$ cat src/axis_out_pkg.sv
// ****************************************************************************
// axis_out package
// widths, register map and shared structs of the AXI-Stream output block
// ****************************************************************************

package axis_out_pkg;

   // bus and stream widths
   localparam int DATA_W  = 32;
   localparam int TDATA_W = 8;
   localparam int LANES   = DATA_W / TDATA_W;
   localparam int LANE_W  = $clog2(LANES);

   // fifo geometry, counted in bus words
   localparam int FIFO_AW    = 3;
   localparam int FIFO_DEPTH = 2 ** FIFO_AW;
   localparam int LEVEL_W    = FIFO_AW + 1;

   // register map
   localparam int               CSR_AW      = 4;
   localparam logic [CSR_AW-1:0] ADDR_CTRL   = 4'd0;
   localparam logic [CSR_AW-1:0] ADDR_DATA   = 4'd1;
   localparam logic [CSR_AW-1:0] ADDR_NWORDS = 4'd2;
   localparam logic [CSR_AW-1:0] ADDR_THRESH = 4'd3;
   localparam logic [CSR_AW-1:0] ADDR_STATUS = 4'd4;

   typedef struct packed {
      logic               soft_reset;
      logic               enable;
      logic               mode;
      logic [DATA_W-1:0]  nwords;
      logic [LEVEL_W-1:0] threshold;
   } axis_out_cfg_t;

   typedef struct packed {
      logic              en;
      logic [DATA_W-1:0] data;
   } fifo_wr_t;

   typedef struct packed {
      logic               full;
      logic               empty;
      logic [LEVEL_W-1:0] level;
   } fifo_stat_t;

endpackage
$ cat src/axis_out.sv
// ****************************************************************************
// axis_out top level
// register block, width converting FIFO and AXI-Stream read controller
// ****************************************************************************
`timescale 1ns/100ps

module axis_out (
   input  logic                                  clk_i,
   input  logic                                  rst_i,
   // register bus
   input  logic [axis_out_pkg::CSR_AW-1:0]       csr_addr_i,
   input  logic [axis_out_pkg::DATA_W-1:0]       csr_wdata_i,
   input  logic                                  csr_we_i,
   output logic [axis_out_pkg::DATA_W-1:0]       csr_rdata_o,
   // stream input
   input  logic [axis_out_pkg::DATA_W-1:0]       sys_tdata_i,
   input  logic                                  sys_tvalid_i,
   output logic                                  sys_tready_o,
   // stream output
   output logic [axis_out_pkg::TDATA_W-1:0]      axis_tdata_o,
   output logic                                  axis_tvalid_o,
   input  logic                                  axis_tready_i,
   output logic                                  axis_tlast_o,
   output logic                                  interrupt_o
);

   axis_out_pkg::axis_out_cfg_t       cfg;
   axis_out_pkg::fifo_wr_t            wr;
   axis_out_pkg::fifo_stat_t          stat;
   logic                              rd_en;
   logic [axis_out_pkg::TDATA_W-1:0]  rd_data;
   logic                              rd_empty;

   axis_out_csrs u_csrs (
      .clk_i       (clk_i),
      .rst_i       (rst_i),
      .csr_addr_i  (csr_addr_i),
      .csr_wdata_i (csr_wdata_i),
      .csr_we_i    (csr_we_i),
      .csr_rdata_o (csr_rdata_o),
      .sys_tdata_i (sys_tdata_i),
      .sys_tvalid_i(sys_tvalid_i),
      .sys_tready_o(sys_tready_o),
      .stat_i      (stat),
      .cfg_o       (cfg),
      .wr_o        (wr),
      .interrupt_o (interrupt_o)
   );

   axis_out_fifo u_fifo (
      .clk_i     (clk_i),
      .rst_i     (rst_i),
      .cfg_i     (cfg),
      .wr_i      (wr),
      .rd_en_i   (rd_en),
      .rd_data_o (rd_data),
      .rd_empty_o(rd_empty),
      .stat_o    (stat)
   );

   axis_out_reader u_reader (
      .clk_i        (clk_i),
      .rst_i        (rst_i),
      .cfg_i        (cfg),
      .rd_data_i    (rd_data),
      .rd_empty_i   (rd_empty),
      .rd_en_o      (rd_en),
      .axis_tdata_o (axis_tdata_o),
      .axis_tvalid_o(axis_tvalid_o),
      .axis_tready_i(axis_tready_i),
      .axis_tlast_o (axis_tlast_o)
   );

endmodule

$ cat src/axis_out_reader.sv
// ****************************************************************************
// axis_out read controller
// pulls lanes from the FIFO and drives the AXI-Stream master side
// ****************************************************************************
`timescale 1ns/100ps

module axis_out_reader (
   input  logic                                  clk_i,
   input  logic                                  rst_i,
   input  axis_out_pkg::axis_out_cfg_t           cfg_i,
   input  logic [axis_out_pkg::TDATA_W-1:0]      rd_data_i,
   input  logic                                  rd_empty_i,
   output logic                                  rd_en_o,
   output logic [axis_out_pkg::TDATA_W-1:0]      axis_tdata_o,
   output logic                                  axis_tvalid_o,
   input  logic                                  axis_tready_i,
   output logic                                  axis_tlast_o
);

   // state 0 idle, state 1 holding a lane
   logic                              state_q;
   logic                              state_nxt;
   logic [axis_out_pkg::DATA_W-1:0]   count_q;
   logic                              in_frame;

   // count of lanes read so far, lane count_q is on rd_data_i
   assign in_frame = count_q <= cfg_i.nwords;

   always_comb begin
      state_nxt     = state_q;
      rd_en_o       = 1'b0;
      axis_tvalid_o = 1'b0;
      if (!state_q) begin
         if (!rd_empty_i) begin
            rd_en_o   = cfg_i.enable;
            state_nxt = 1'b1;
         end
      end else if (in_frame) begin
         axis_tvalid_o = cfg_i.enable;
         if (axis_tready_i && cfg_i.enable) begin
            if (rd_empty_i) begin
               state_nxt = 1'b0;
            end else begin
               rd_en_o = 1'b1;
            end
         end
      end else begin
         // padding lanes are drained without a handshake
         if (rd_empty_i) begin
            state_nxt = 1'b0;
         end else begin
            rd_en_o = cfg_i.enable;
         end
      end
   end

   always_ff @(posedge clk_i) begin
      if (rst_i || cfg_i.soft_reset) begin
         state_q <= 1'b0;
         count_q <= '0;
      end else if (cfg_i.enable) begin
         state_q <= state_nxt;
         if (rd_en_o) begin
            count_q <= count_q + 1'b1;
         end
      end
   end

   assign axis_tdata_o = rd_data_i;
   assign axis_tlast_o = (count_q == cfg_i.nwords) & axis_tvalid_o;

   // a stalled beat holds while enable stays set
   a_stall_holds : assert property (@(posedge clk_i) disable iff (rst_i || cfg_i.soft_reset)
      axis_tvalid_o && !axis_tready_i ##1 cfg_i.enable |->
         axis_tvalid_o && $stable(axis_tdata_o));

endmodule

$ cat src/axis_out_fifo.sv
// ****************************************************************************
// axis_out FIFO
// synchronous queue, bus words in and stream lanes out, level in words
// ****************************************************************************
`timescale 1ns/100ps

module axis_out_fifo (
   input  logic                                  clk_i,
   input  logic                                  rst_i,
   input  axis_out_pkg::axis_out_cfg_t           cfg_i,
   input  axis_out_pkg::fifo_wr_t                wr_i,
   input  logic                                  rd_en_i,
   output logic [axis_out_pkg::TDATA_W-1:0]      rd_data_o,
   output logic                                  rd_empty_o,
   output axis_out_pkg::fifo_stat_t              stat_o
);

   // word storage
   logic [axis_out_pkg::DATA_W-1:0] mem [axis_out_pkg::FIFO_DEPTH];

   // write pointer counts words, read pointer carries a lane index below
   logic [axis_out_pkg::FIFO_AW:0]                      wr_ptr_q;
   logic [axis_out_pkg::FIFO_AW+axis_out_pkg::LANE_W:0] rd_ptr_q;
   logic [axis_out_pkg::FIFO_AW:0]                      rd_word;
   logic [axis_out_pkg::FIFO_AW-1:0]                    rd_addr;
   logic [axis_out_pkg::LANE_W-1:0]                     rd_lane;
   logic [axis_out_pkg::LEVEL_W-1:0]                    level;
   logic                                                full;
   logic                                                wr_ok;
   logic [axis_out_pkg::TDATA_W-1:0]                    rd_data_q;

   assign rd_word = rd_ptr_q[axis_out_pkg::FIFO_AW+axis_out_pkg::LANE_W:axis_out_pkg::LANE_W];
   assign rd_addr = rd_word[axis_out_pkg::FIFO_AW-1:0];
   assign rd_lane = rd_ptr_q[axis_out_pkg::LANE_W-1:0];

   // a word stays in the level until its last lane is gone
   assign level = wr_ptr_q - rd_word;
   assign full  = level == axis_out_pkg::LEVEL_W'(axis_out_pkg::FIFO_DEPTH);

   // writes into a full queue are lost
   assign wr_ok = wr_i.en & ~full;

   always_ff @(posedge clk_i) begin
      if (rst_i || cfg_i.soft_reset) begin
         wr_ptr_q <= '0;
         rd_ptr_q <= '0;
      end else begin
         if (wr_ok) begin
            wr_ptr_q <= wr_ptr_q + 1'b1;
         end
         if (rd_en_i) begin
            rd_ptr_q <= rd_ptr_q + 1'b1;
         end
      end
   end

   always_ff @(posedge clk_i) begin
      if (wr_ok) begin
         mem[wr_ptr_q[axis_out_pkg::FIFO_AW-1:0]] <= wr_i.data;
      end
   end

   // lane 0 leaves first
   always_ff @(posedge clk_i) begin
      if (rd_en_i) begin
         rd_data_q <= mem[rd_addr][rd_lane*axis_out_pkg::TDATA_W +: axis_out_pkg::TDATA_W];
      end
   end

   assign rd_data_o    = rd_data_q;
   assign stat_o.full  = full;
   assign stat_o.empty = level == '0;
   assign stat_o.level = level;
   assign rd_empty_o   = stat_o.empty;

   // the reader has to respect the empty flag
   a_no_read_when_empty : assert property (@(posedge clk_i) disable iff (rst_i)
      rd_en_i |-> !rd_empty_o);

endmodule

$ cat src/axis_out_csrs.sv
// ****************************************************************************
// axis_out register block
// control, frame length and threshold registers, status read and write steering
// ****************************************************************************
`timescale 1ns/100ps

module axis_out_csrs (
   input  logic                                  clk_i,
   input  logic                                  rst_i,
   input  logic [axis_out_pkg::CSR_AW-1:0]       csr_addr_i,
   input  logic [axis_out_pkg::DATA_W-1:0]       csr_wdata_i,
   input  logic                                  csr_we_i,
   output logic [axis_out_pkg::DATA_W-1:0]       csr_rdata_o,
   input  logic [axis_out_pkg::DATA_W-1:0]       sys_tdata_i,
   input  logic                                  sys_tvalid_i,
   output logic                                  sys_tready_o,
   input  axis_out_pkg::fifo_stat_t              stat_i,
   output axis_out_pkg::axis_out_cfg_t           cfg_o,
   output axis_out_pkg::fifo_wr_t                wr_o,
   output logic                                  interrupt_o
);

   axis_out_pkg::axis_out_cfg_t cfg_q;
   logic                        cpu_push;
   logic                        sys_push;

   // register writes
   always_ff @(posedge clk_i) begin
      if (rst_i) begin
         cfg_q <= '0;
      end else if (csr_we_i) begin
         case (csr_addr_i)
            axis_out_pkg::ADDR_CTRL: begin
               cfg_q.soft_reset <= csr_wdata_i[0];
               cfg_q.enable     <= csr_wdata_i[1];
               cfg_q.mode       <= csr_wdata_i[2];
            end
            axis_out_pkg::ADDR_NWORDS: begin
               cfg_q.nwords <= csr_wdata_i;
            end
            axis_out_pkg::ADDR_THRESH: begin
               cfg_q.threshold <= csr_wdata_i[axis_out_pkg::LEVEL_W-1:0];
            end
            default: begin
            end
         endcase
      end
   end

   assign cfg_o = cfg_q;

   // combinational read decode
   always_comb begin
      csr_rdata_o = '0;
      case (csr_addr_i)
         axis_out_pkg::ADDR_CTRL: begin
            csr_rdata_o[2:0] = {cfg_q.mode, cfg_q.enable, cfg_q.soft_reset};
         end
         axis_out_pkg::ADDR_NWORDS: begin
            csr_rdata_o = cfg_q.nwords;
         end
         axis_out_pkg::ADDR_THRESH: begin
            csr_rdata_o[axis_out_pkg::LEVEL_W-1:0] = cfg_q.threshold;
         end
         axis_out_pkg::ADDR_STATUS: begin
            csr_rdata_o[0]                           = stat_i.full;
            csr_rdata_o[1]                           = stat_i.empty;
            csr_rdata_o[8 +: axis_out_pkg::LEVEL_W] = stat_i.level;
         end
         default: begin
         end
      endcase
   end

   // fifo write source follows the mode bit
   assign cpu_push    = csr_we_i & (csr_addr_i == axis_out_pkg::ADDR_DATA) & ~cfg_q.mode;
   assign sys_push    = sys_tvalid_i & cfg_q.mode;
   assign wr_o.en     = cfg_q.enable & (cpu_push | sys_push);
   assign wr_o.data   = cfg_q.mode ? sys_tdata_i : csr_wdata_i;

   assign sys_tready_o = ~stat_i.full & cfg_q.enable & cfg_q.mode;
   assign interrupt_o  = stat_i.level <= cfg_q.threshold;

   // stream input is offered only while a word slot is still free
   a_ready_only_with_room : assert property (@(posedge clk_i) disable iff (rst_i)
      sys_tready_o |-> stat_i.level < axis_out_pkg::LEVEL_W'(axis_out_pkg::FIFO_DEPTH));

endmodule

$ cat config.mk
export PLATFORM = sky130hd
export DESIGN_NAME = axis_out
export DESIGN_NICKNAME = d
export VERILOG_FILES = /design/src/axis_out_pkg.sv /design/src/axis_out.sv /design/src/axis_out_reader.sv /design/src/axis_out_fifo.sv /design/src/axis_out_csrs.sv
export SDC_FILE = /design/constraint.sdc
export NUM_CORES = 1
export LEC_CHECK = 0
export BUFFER_PORTS_ARGS = -buffer_cell sky130_fd_sc_hd__buf_2
export CAP_MARGIN = 20
export CELL_PAD_IN_SITES_DETAIL_PLACEMENT = 0
export CELL_PAD_IN_SITES_GLOBAL_PLACEMENT = 2
export CORE_MARGIN = 4
export CORE_UTILIZATION = 39
export CTS_CLUSTER_SIZE = 14
export DETAILED_ROUTE_END_ITERATION = 8
export PLACE_DENSITY = 0.86
export SLEW_MARGIN = 10
export SYNTH_ARGS = -nofsm -noshare
export SYNTH_HDL_FRONTEND = slang
export SYNTH_SLANG_ARGS = --single-unit
$ cat constraint.sdc
create_clock -name clk_i -period 4.53 [get_ports clk_i]
set_clock_uncertainty 0.1 [all_clocks]
set_input_delay 0.453 -clock clk_i [delete_from_list [all_inputs] [get_ports clk_i]]
set_output_delay 0.453 -clock clk_i [all_outputs]
set_load 0.02 [all_outputs]
After elaboration in Yosys (flattened, before gate mapping)
Memory sizes are Yosys's and may differ from the RTL's. A register that Yosys moved wholly into a read port is not among the register bits.
Index checks and enable logic that the tools add are counted.
- memories kept: 1
- word-level logic and storage cells: 64
- latch bits: 0
- bits in read-only memories: 0
- output and inout port bits: 44
- memory bits (writable): 256
- input port bits: 73
- register bits: 90
- $mul: 0
- reductions and logical operators: 8
- divide/modulo/power cells: 0
- order comparisons: 2
- equality and inequality tests: 6
- shift operators: 1
- muxes and demuxes: 21
- add/subtract/negate cells: 4
- bitwise logic cells: 11
- memories (name ; words ; width ; rd ports ; clocked after memory_dff ; wr ports ; line ; text):
    u_fifo.mem ; 8 ; 32 ; 1 ; 1 ; 1 ; axis_out_fifo.sv:19 ; logic [axis_out_pkg::DATA_W-1:0] mem [axis_out_pkg::FIFO_DEPTH];
- operators with widths (kind ; count):
    $add A32 B1 Y32 const B ; 1
    $eq A32 B32 Y1 ; 1
    $le A32 B32 Y1 ; 1
    $mux W32 ; 1
    $shiftx A32 B6 Y8 ; 1
    $mux W20 ; 1
    $mux W1 ; 12
    $and A1 B1 Y1 ; 8
    $eq A4 B2 Y1 const B ; 2
    $logic_not A4 Y1 ; 2
    $pmux W2 S4 ; 1
    $pmux W4 S2 ; 1
    $reduce_and A2 Y1 ; 4
    $add A6 B1 Y6 const B ; 1
    $mux W3 ; 2
    $add A4 B1 Y4 const B ; 1
    $eq A4 B1 Y1 const B ; 1
    $eq A4 B3 Y1 const B ; 1
    $eq A4 B4 Y1 const B ; 1
    $le A4 B4 Y1 ; 1
    $mux W4 ; 1
    $sub A4 B4 Y4 ; 1
    $pmux W1 S3 ; 1
    $not A1 Y1 ; 2
    other kinds (4) ; 4

Logic depth before layout (Yosys ltp)
Gate-level depths: netlist of the first run.
- depth in word-level cells: 8
- mapped depth: 12
- gate-level depth less buffers: 11

Cells and area by module
From an unflattened synthesis of the first run, not the netlist that was laid out.
- cells, all modules: 1177
- area, all modules: 16141.7 µm²
- modules (own cells, without submodules) (module ; sequential area each (µm²) ; instances ; area an instance (µm²) ; cells each):
    axis_out_fifo ; 8187.9 ; 1 ; 10840.4 ; 563
    axis_out_reader ; 660.6 ; 1 ; 2673.8 ; 337
    axis_out_csrs ; 780.7 ; 1 ; 2627.5 ; 277

Worst setup path before layout of the first run
OpenSTA, ideal clock, no wires.
- path kind: reg2reg
- start point: register u_fifo.wr_ptr_q[0] (netlist bit)
- end point: memory u_fifo.mem[1][0] (netlist bit) (enable)
- path buffers: 0
- setup slack: 0.005 ns
- period minus slack after synthesis: 4.525 ns
- data required time: 3.969 ns
- stages on the path, launching flop included: 10
- arrival time: 3.963 ns
- library setup time: 0.461 ns
- cell sequence: dfxtp_1 -> inv_1 -> ha_1 -> inv_1 -> fa_1 -> xor2_1 -> or3b_2 -> o311a_1 -> nand2_1 -> nor3_1
- word-level cells in the longest chain between the ends: 6
- RTL lines (element ; line ; text):
    start: declaration ; axis_out_fifo.sv:22 ; logic [axis_out_pkg::FIFO_AW:0] wr_ptr_q;
    start signal: assignment ; axis_out_fifo.sv:49 ; wr_ptr_q <= wr_ptr_q + 1'b1;
    $sub A4 B4 Y4 ; axis_out_fifo.sv:37 ; assign level = wr_ptr_q - rd_word;
    $eq A4 B4 Y1 ; axis_out_fifo.sv:38 ; assign full = level == axis_out_pkg::LEVEL_W'(axis_out_pkg::FIFO_DEPTH);
    $not A1 Y1 ; axis_out_fifo.sv:41 ; assign wr_ok = wr_i.en & ~full;
    $and A1 B1 Y1 ; axis_out_fifo.sv:41 ;
    $mux W1 ; axis_out_fifo.sv:58 ; if (wr_ok) begin
    $mux W1 (implied by the code) ; axis_out_fifo.sv:59 ; mem[wr_ptr_q[axis_out_pkg::FIFO_AW-1:0]] <= wr_i.data;
    end: declaration ; axis_out_fifo.sv:19 ;
Parallel ways exist; a longest one is shown, timed or not.

Final worst setup path of the first run
- start point: register u_csrs.cfg_q, in the netlist u_csrs.cfg_o[19]
- end point: output axis_tlast_o
- word-level cells in the longest chain between the ends: 4
- elaborated cells between the ends (all ways): 5
- classes of those cells: order compare (1); eq/ne (1); mux (2); bitwise (1)
- RTL lines (element ; line ; text):
    start: declaration ; axis_out_csrs.sv:23 ; axis_out_pkg::axis_out_cfg_t cfg_q;
    $le A32 B32 Y1 ; axis_out_reader.sv:27 ; assign in_frame = count_q <= cfg_i.nwords;
    $mux W1 ; axis_out_reader.sv:38 ; end else if (in_frame) begin
    $mux W1 ; axis_out_reader.sv:33 ; if (!state_q) begin
    $and A1 B1 Y1 (*) ; axis_out_reader.sv:70 ; assign axis_tlast_o = (count_q == cfg_i.nwords) & axis_tvalid_o;
    end: declaration ; axis_out.sv:23 ; output logic axis_tlast_o,
Every way passes the cells marked *; elsewhere a longest branch is shown, timed or not.

==> results of run 1 <==
-- Yosys cell counts (all sizes together) (6+ instances only) --
master and n:
a21oi 82, and2 9, and3 6, buf 16, clkbuf 39, dfxtp 85
edfxtp 264, ha 42, inv 44, mux2 40, mux2i 14, mux4 80
nand2 106, nand3 14, nand4 14, nor2 34, nor3 30, o21ai 32
o31ai 12, or3 19, or4 10
-- flip-flops by register name, indices dropped and copies added, names as in the netlist, named ones only --
signal,count
u_csrs.cfg_o,39
u_fifo.mem,256
u_fifo.rd_data_o,8
u_fifo.rd_ptr_q,6
u_fifo.wr_ptr_q,4
u_reader.count_q,32
u_reader.state_q,1
-- per-stage QoR --
stage	hold WS [ps]	utilization	setup WS, ps	power (uW)
2_1_floorplan	336	-	5.46	3600
3_3_place_gp	343	0.425	1100	3690
3_5_place_dp	348	0.425	1080	3690
4_1_cts	90.3	0.454	786	6500
5_1_grt	113	0.454	612	6640
6_report	109	0.454	770	6440
-- critical path: cells and delay by family (launching register included) --
family,cells,cell delay (ps)
DFF,1,330
AOI/OAI and AO/OA,1,260
and+or+nand+nor,5,1510
buffers and inverters,2,270
adders and majority gates,1,330
-- final timing paths --
| check | start | to | slack [ps] | depth (start not counted) |
|---|---|---|---|---|
| worst min-delay path | csr_wdata_i[24] | u_csrs.cfg_o[28] | 110 | 3 |
| worst min register to register | u_csrs.cfg_o[30] | u_csrs.cfg_o[30] | 350 | 2 |
| worst max-delay path | u_csrs.cfg_o[19] | axis_tlast_o | 770 | 9 |
| worst max register to register | u_reader.count_q[4] | u_reader.count_q[31] | 1110 | 8 |
-- cells by family after synthesis --
kind of cell | after synthesis | share of synthesized area
simple gates | 270 | 0.0874
fa+ha+maj | 43 | 0.0357
flops | 349 | 0.630
buf+inv | 100 | 0.0257
mux | 134 | 0.156
xor+xnor | 8 | 0.00458
compound gates | 154 | 0.0603
-- area by class of cell --
| class | count | area share |
|---|---|---|
| timing repair buffer | 133 | 0.0417 |
| sequential | 349 | 0.548 |
| tap | 518 | 0.0369 |
| clock buffer | 42 | 0.0525 |
| multi-input combinational | 609 | 0.301 |
| inverter | 45 | 0.00961 |
| clock inverter | 19 | 0.0103 |
-- metal layers --
metal  up-vias  GRT usage
met2       355      0.281
met4         0     0.0364
met3        46     0.0257
met1      4760      0.265
met5         -          0
li1       4318          -
-- power by group --
group	internal [uW]	leakage [uW]	switching (uW)	total, uW
registers	3440	0.00306	4.86	3440
logic	57.0	0.00209	121	178
clock network	1630	0.000545	1180	2810
total	5130	0.00569	1310	6440
==> results.yml, run 1 <==
status:
  status: "complete, no violations"
yosys:
  synth.distinct_cells: 55
  syn_area_um2: 15300
  synth-seq-cells: 349
  ys_seq_area_frac: 0.630
  synth.largest_area_cell: "edfxtp_1"
  synthTopCellsByArea: "edfxtp_1 (52%), mux4_2 (12%), dfxtp_1 (11%)"
  synth.avg_cell_area_um2: 14.5
  synthArstFlopShare: 0
  syn-num-nets: 1174
  yosys_warnings: 0
  synth_edf_count: 264
  yosys.area.top_type_share: 0.519
  synth_cells: 1058
  synth_flop_cell: "edfxtp_1"
routing:
  antenna_left: 0
  dr_wl_met2_um: 17200
  wirelength_met1_um: 17200
  vias_per_cell: 5.53
  avgRoutedWirePerCell_um: 22.0
  route.vias.total: 9479
  drt_pass1_iterations: 5
  drt_iter0_drc: 840
  top_layer: "met4"
  wl_met3_um: 2690
  drt_wl_total_um: 37800
  route.detailed.drc: 0
clock_tree:
  postCtsSetupBuffers: 0
  clock_latency_ps: 520
  cts-root-buf: "clkbuf_16"
  path_clk_slew_ps: 60
  cts_made_buffers: 36
  cts.sinks: 349
  cts-hold-fix-buffers: 0
  cts_resized: 0
  clockBufferDepth: 3
  cts_tree: "done"
  ctsHtreeMaxLevel: 2
floorplanning:
  io_pins: 117
  dieArea_um2: 42400
  row_count: 72
  die_y_um: 206
  core_area_um2: 38700
  die_w_um: 206
  initial_core_util: 0.395
place:
  port_buffers: 116
  dpl_cell_area_um2: 16500
  dpl.hpwl_um: 25100
  dpl.cell_count: 1653
  gp_congestion: 0.868
setup_path:
  worstSetupPathType: "register to output port"
  cp_max_fo: 5
  cp-end-kind: "output port"
  cp-start-kind: "register"
  arrival_ps: 3210
  cp_slowest_cell: "nor4_1"
  crit_chain: "inv_1 -> ha_1 -> nand4_1 -> nor4_1 -> and2_1 -> a41o_1 -> and3_1 -> and3_1 -> buf_2"
  cp_data_required_time_ps: 3980
  slowest_delay_ps: 560
  cp_common_cell: "and3_1"
sta:
  period_needed_ps: 3760
  timing.slew.headroom: 0.251
  rsz0062_at_grt: "no"
  maxSlewViolCount: 0
  finalHoldViolCount: 0
  finalSetupViolCount: 0
  worst_pin_slew_ps: 1120
  fin_crit_sh: 0.830
  tns_ps: 0
  max_freq_mhz: 266
global_route:
  grt_pass1_vias: 9594
  globalRouteOverflowTotal: 0
  antenna_found_initial: 0
  grt_pass1_wl_um: 57600
  grt_usage: 0.178
  grt_start_max_net_pins: 51
cells_and_area:
  fill_cells: 3455
  nNetsFinal: 1290
  instances_no_fill: 1715
  layout_commonest_cell: "edfxtp_1"
  syn_to_final_growth_pct: 15.0
  antennaDiodeCount: 0
  final_cell_mix: "edfxtp_1 (264), buf_2 (116), nand2_1 (106)"
  drive_above_1_share: 0.266
  final_area_um2: 17600
  multiInputGateArea_um2: 5290
  regArea_um2: 9640
pwr:
  p_per_area_nw_per_um2: 366
  peakVddDrop_v: 0.000245
  p_leak_uw: 0.00569
hold_path:
  hold_class: "primary input to register"
flow_run:
  maxCapViolations: 0
Power figures use the tool's default switching activity.
==> run 2: changes to the inputs <==
==> constraint.sdc (replaced) <==
create_clock -name clk_i -period 3.2 [get_ports clk_i]
set_clock_uncertainty 0.1 [all_clocks]
set_input_delay 0.32 -clock clk_i [delete_from_list [all_inputs] [get_ports clk_i]]
set_output_delay 0.32 -clock clk_i [all_outputs]
set_load 0.02 [all_outputs]
==> results.yml, run 2 (synthesis gave the netlist of run 1 again) <==
status:
  status: "complete, no violations"
routing:
  drt_wl_total_um: 37800
  vias_per_cell: 5.37
  antenna_left: 0
  route.detailed.drc: 0
  drt_pass1_iterations: 5
  route.vias.total: 9629
  avgRoutedWirePerCell_um: 21.1
  drt_iter0_drc: 715
place:
  post-place-ws_ps: 1.46
  gp_congestion: 0.840
  dpl.hpwl_um: 25400
  port_buffers: 116
pwr:
  peakVddDrop_v: 0.000385
  p_total_uw: 9320
  p_per_area_nw_per_um2: 497
  p_leak_uw: 0.00618
sta:
  fin_crit_sh: 0.982
  max_freq_mhz: 318
  finalSetupViolCount: 0
  maxSlewViolCount: 0
  worst_pin_slew_ps: 946
  setup_ws_ps: 56.2
  period_needed_ps: 3140
  finalHoldViolCount: 0
  rsz0062_at_grt: "yes"
  timing.slew.headroom: 0.369
global_route:
  grt_start_max_net_pins: 65
  antenna_found_initial: 0
  globalRouteOverflowTotal: 0
  grt_usage: 0.177
  grt_pass1_wl_um: 57500
  grt_pass1_vias: 9725
setup_path:
  cp-start-kind: "register"
  arrival_ps: 2720
  cp_max_fo: 5
  crit_chain: "ha_4 -> nand4_1 -> nor4_2 -> buf_4 -> and2_4 -> a41o_1 -> and3_4 -> and3_4 -> buf_6"
  cp_slowest_cell: "dfxtp_1"
  cp-end-kind: "output port"
  cp_common_cell: "and3_4"
  slowest_delay_ps: 370
  worstSetupPathType: "register to output port"
  cp_data_required_time_ps: 2780
clock_tree:
  cts-root-buf: "clkbuf_16"
  cts_made_buffers: 38
  clockBufferDepth: 3
  cts.sinks: 349
  ctsHtreeMaxLevel: 2
  clock_latency_ps: 530
  path_clk_slew_ps: 60
  cts_tree: "done"
cells_and_area:
  drive_above_1_share: 0.326
  layout_commonest_cell: "edfxtp_1"
  fill_cells: 3368
  nNetsFinal: 1371
  largest_reg_flops: 256
  antennaDiodeCount: 0
  syn_to_final_growth_pct: 22.7
  final_cell_mix: "edfxtp_1 (264), buf_2 (113), nand2_1 (106)"
floorplanning:
  row_count: 72
  die_w_um: 206
  die_y_um: 206
  core_area_um2: 38700
  initial_core_util: 0.395
  io_pins: 117
  dieArea_um2: 42400
hold_path:
  hold_class: "primary input to register"
flow_run:
  maxCapViolations: 0
==> run 2: worst max-delay path, delay by kind of cell, from the launching register on <==
kind	cells	cell delay [ps]
simple gates	5	1120
flops	1	370
buf+inv	2	290
fa+ha+maj	1	290
compound gates	1	120
==> run 2: path summary, 6_finish.rpt <==
check,start,end,slack [ps],depth (start not counted)
worst max-delay path,u_reader.count_q[14],axis_tlast_o,60,9
worst min-delay path,csr_wdata_i[5],u_csrs.cfg_o[9],30,3
worst max register to register,u_fifo.wr_ptr_q[0],u_reader.count_q[24],130,13
worst min register to register,u_csrs.cfg_o[10],u_csrs.cfg_o[10],350,2
==> run 2: where the power goes <==
part | internal (uW) | total [uW] | switching [uW] | leakage [uW]
sequential | 4870 | 4880 | 4.51 | 0.00307
clock | 2390 | 4120 | 1730 | 0.000570
combinational | 140 | 329 | 189 | 0.00255
==> run 2: stage by stage <==
step	cell area [um2]	hold slack (ps)	setup TNS, ps	instances	util
global placement	16900	344	0	1690	0.436
floorplan	15300	336	-82090	1058	-
global route	18800	27.7	-101	1794	0.484
finish	18800	32.6	0	1794	0.484
CTS	18500	21.9	-5.60	1783	0.476
detailed placement	16900	347	0	1690	0.436
==> run 2: layer usage <==
layer / track usage / share of wire
met5: 0 / 0
met4: 0.0409 / 0.016
met3: 0.0232 / 0.053
met2: 0.286 / 0.48
met1: 0.258 / 0.46
==> run 2: area by class of cell <==
type | count | area [um2] | share of cell area
Inverter | 45 | 169 | 0.00901
Multi-Input combinational cell | 609 | 5530 | 0.295
Clock inverter | 14 | 135 | 0.00721
Sequential cell | 349 | 9650 | 0.515
Tap cell | 518 | 648 | 0.0346
Clock buffer | 47 | 1040 | 0.0552
Timing Repair Buffer | 212 | 1590 | 0.0845
==> run 2: repair_timing <==
item | 4_1_cts | 5_1_grt
endpoints found under the setup margin | 5 | 6
resized for setup | 19 | 44
pin swaps | 8 | 18
endpoints found under the hold margin | 29 | 0
setup buffers | 5 | 9
hold buffers | 28 | 0
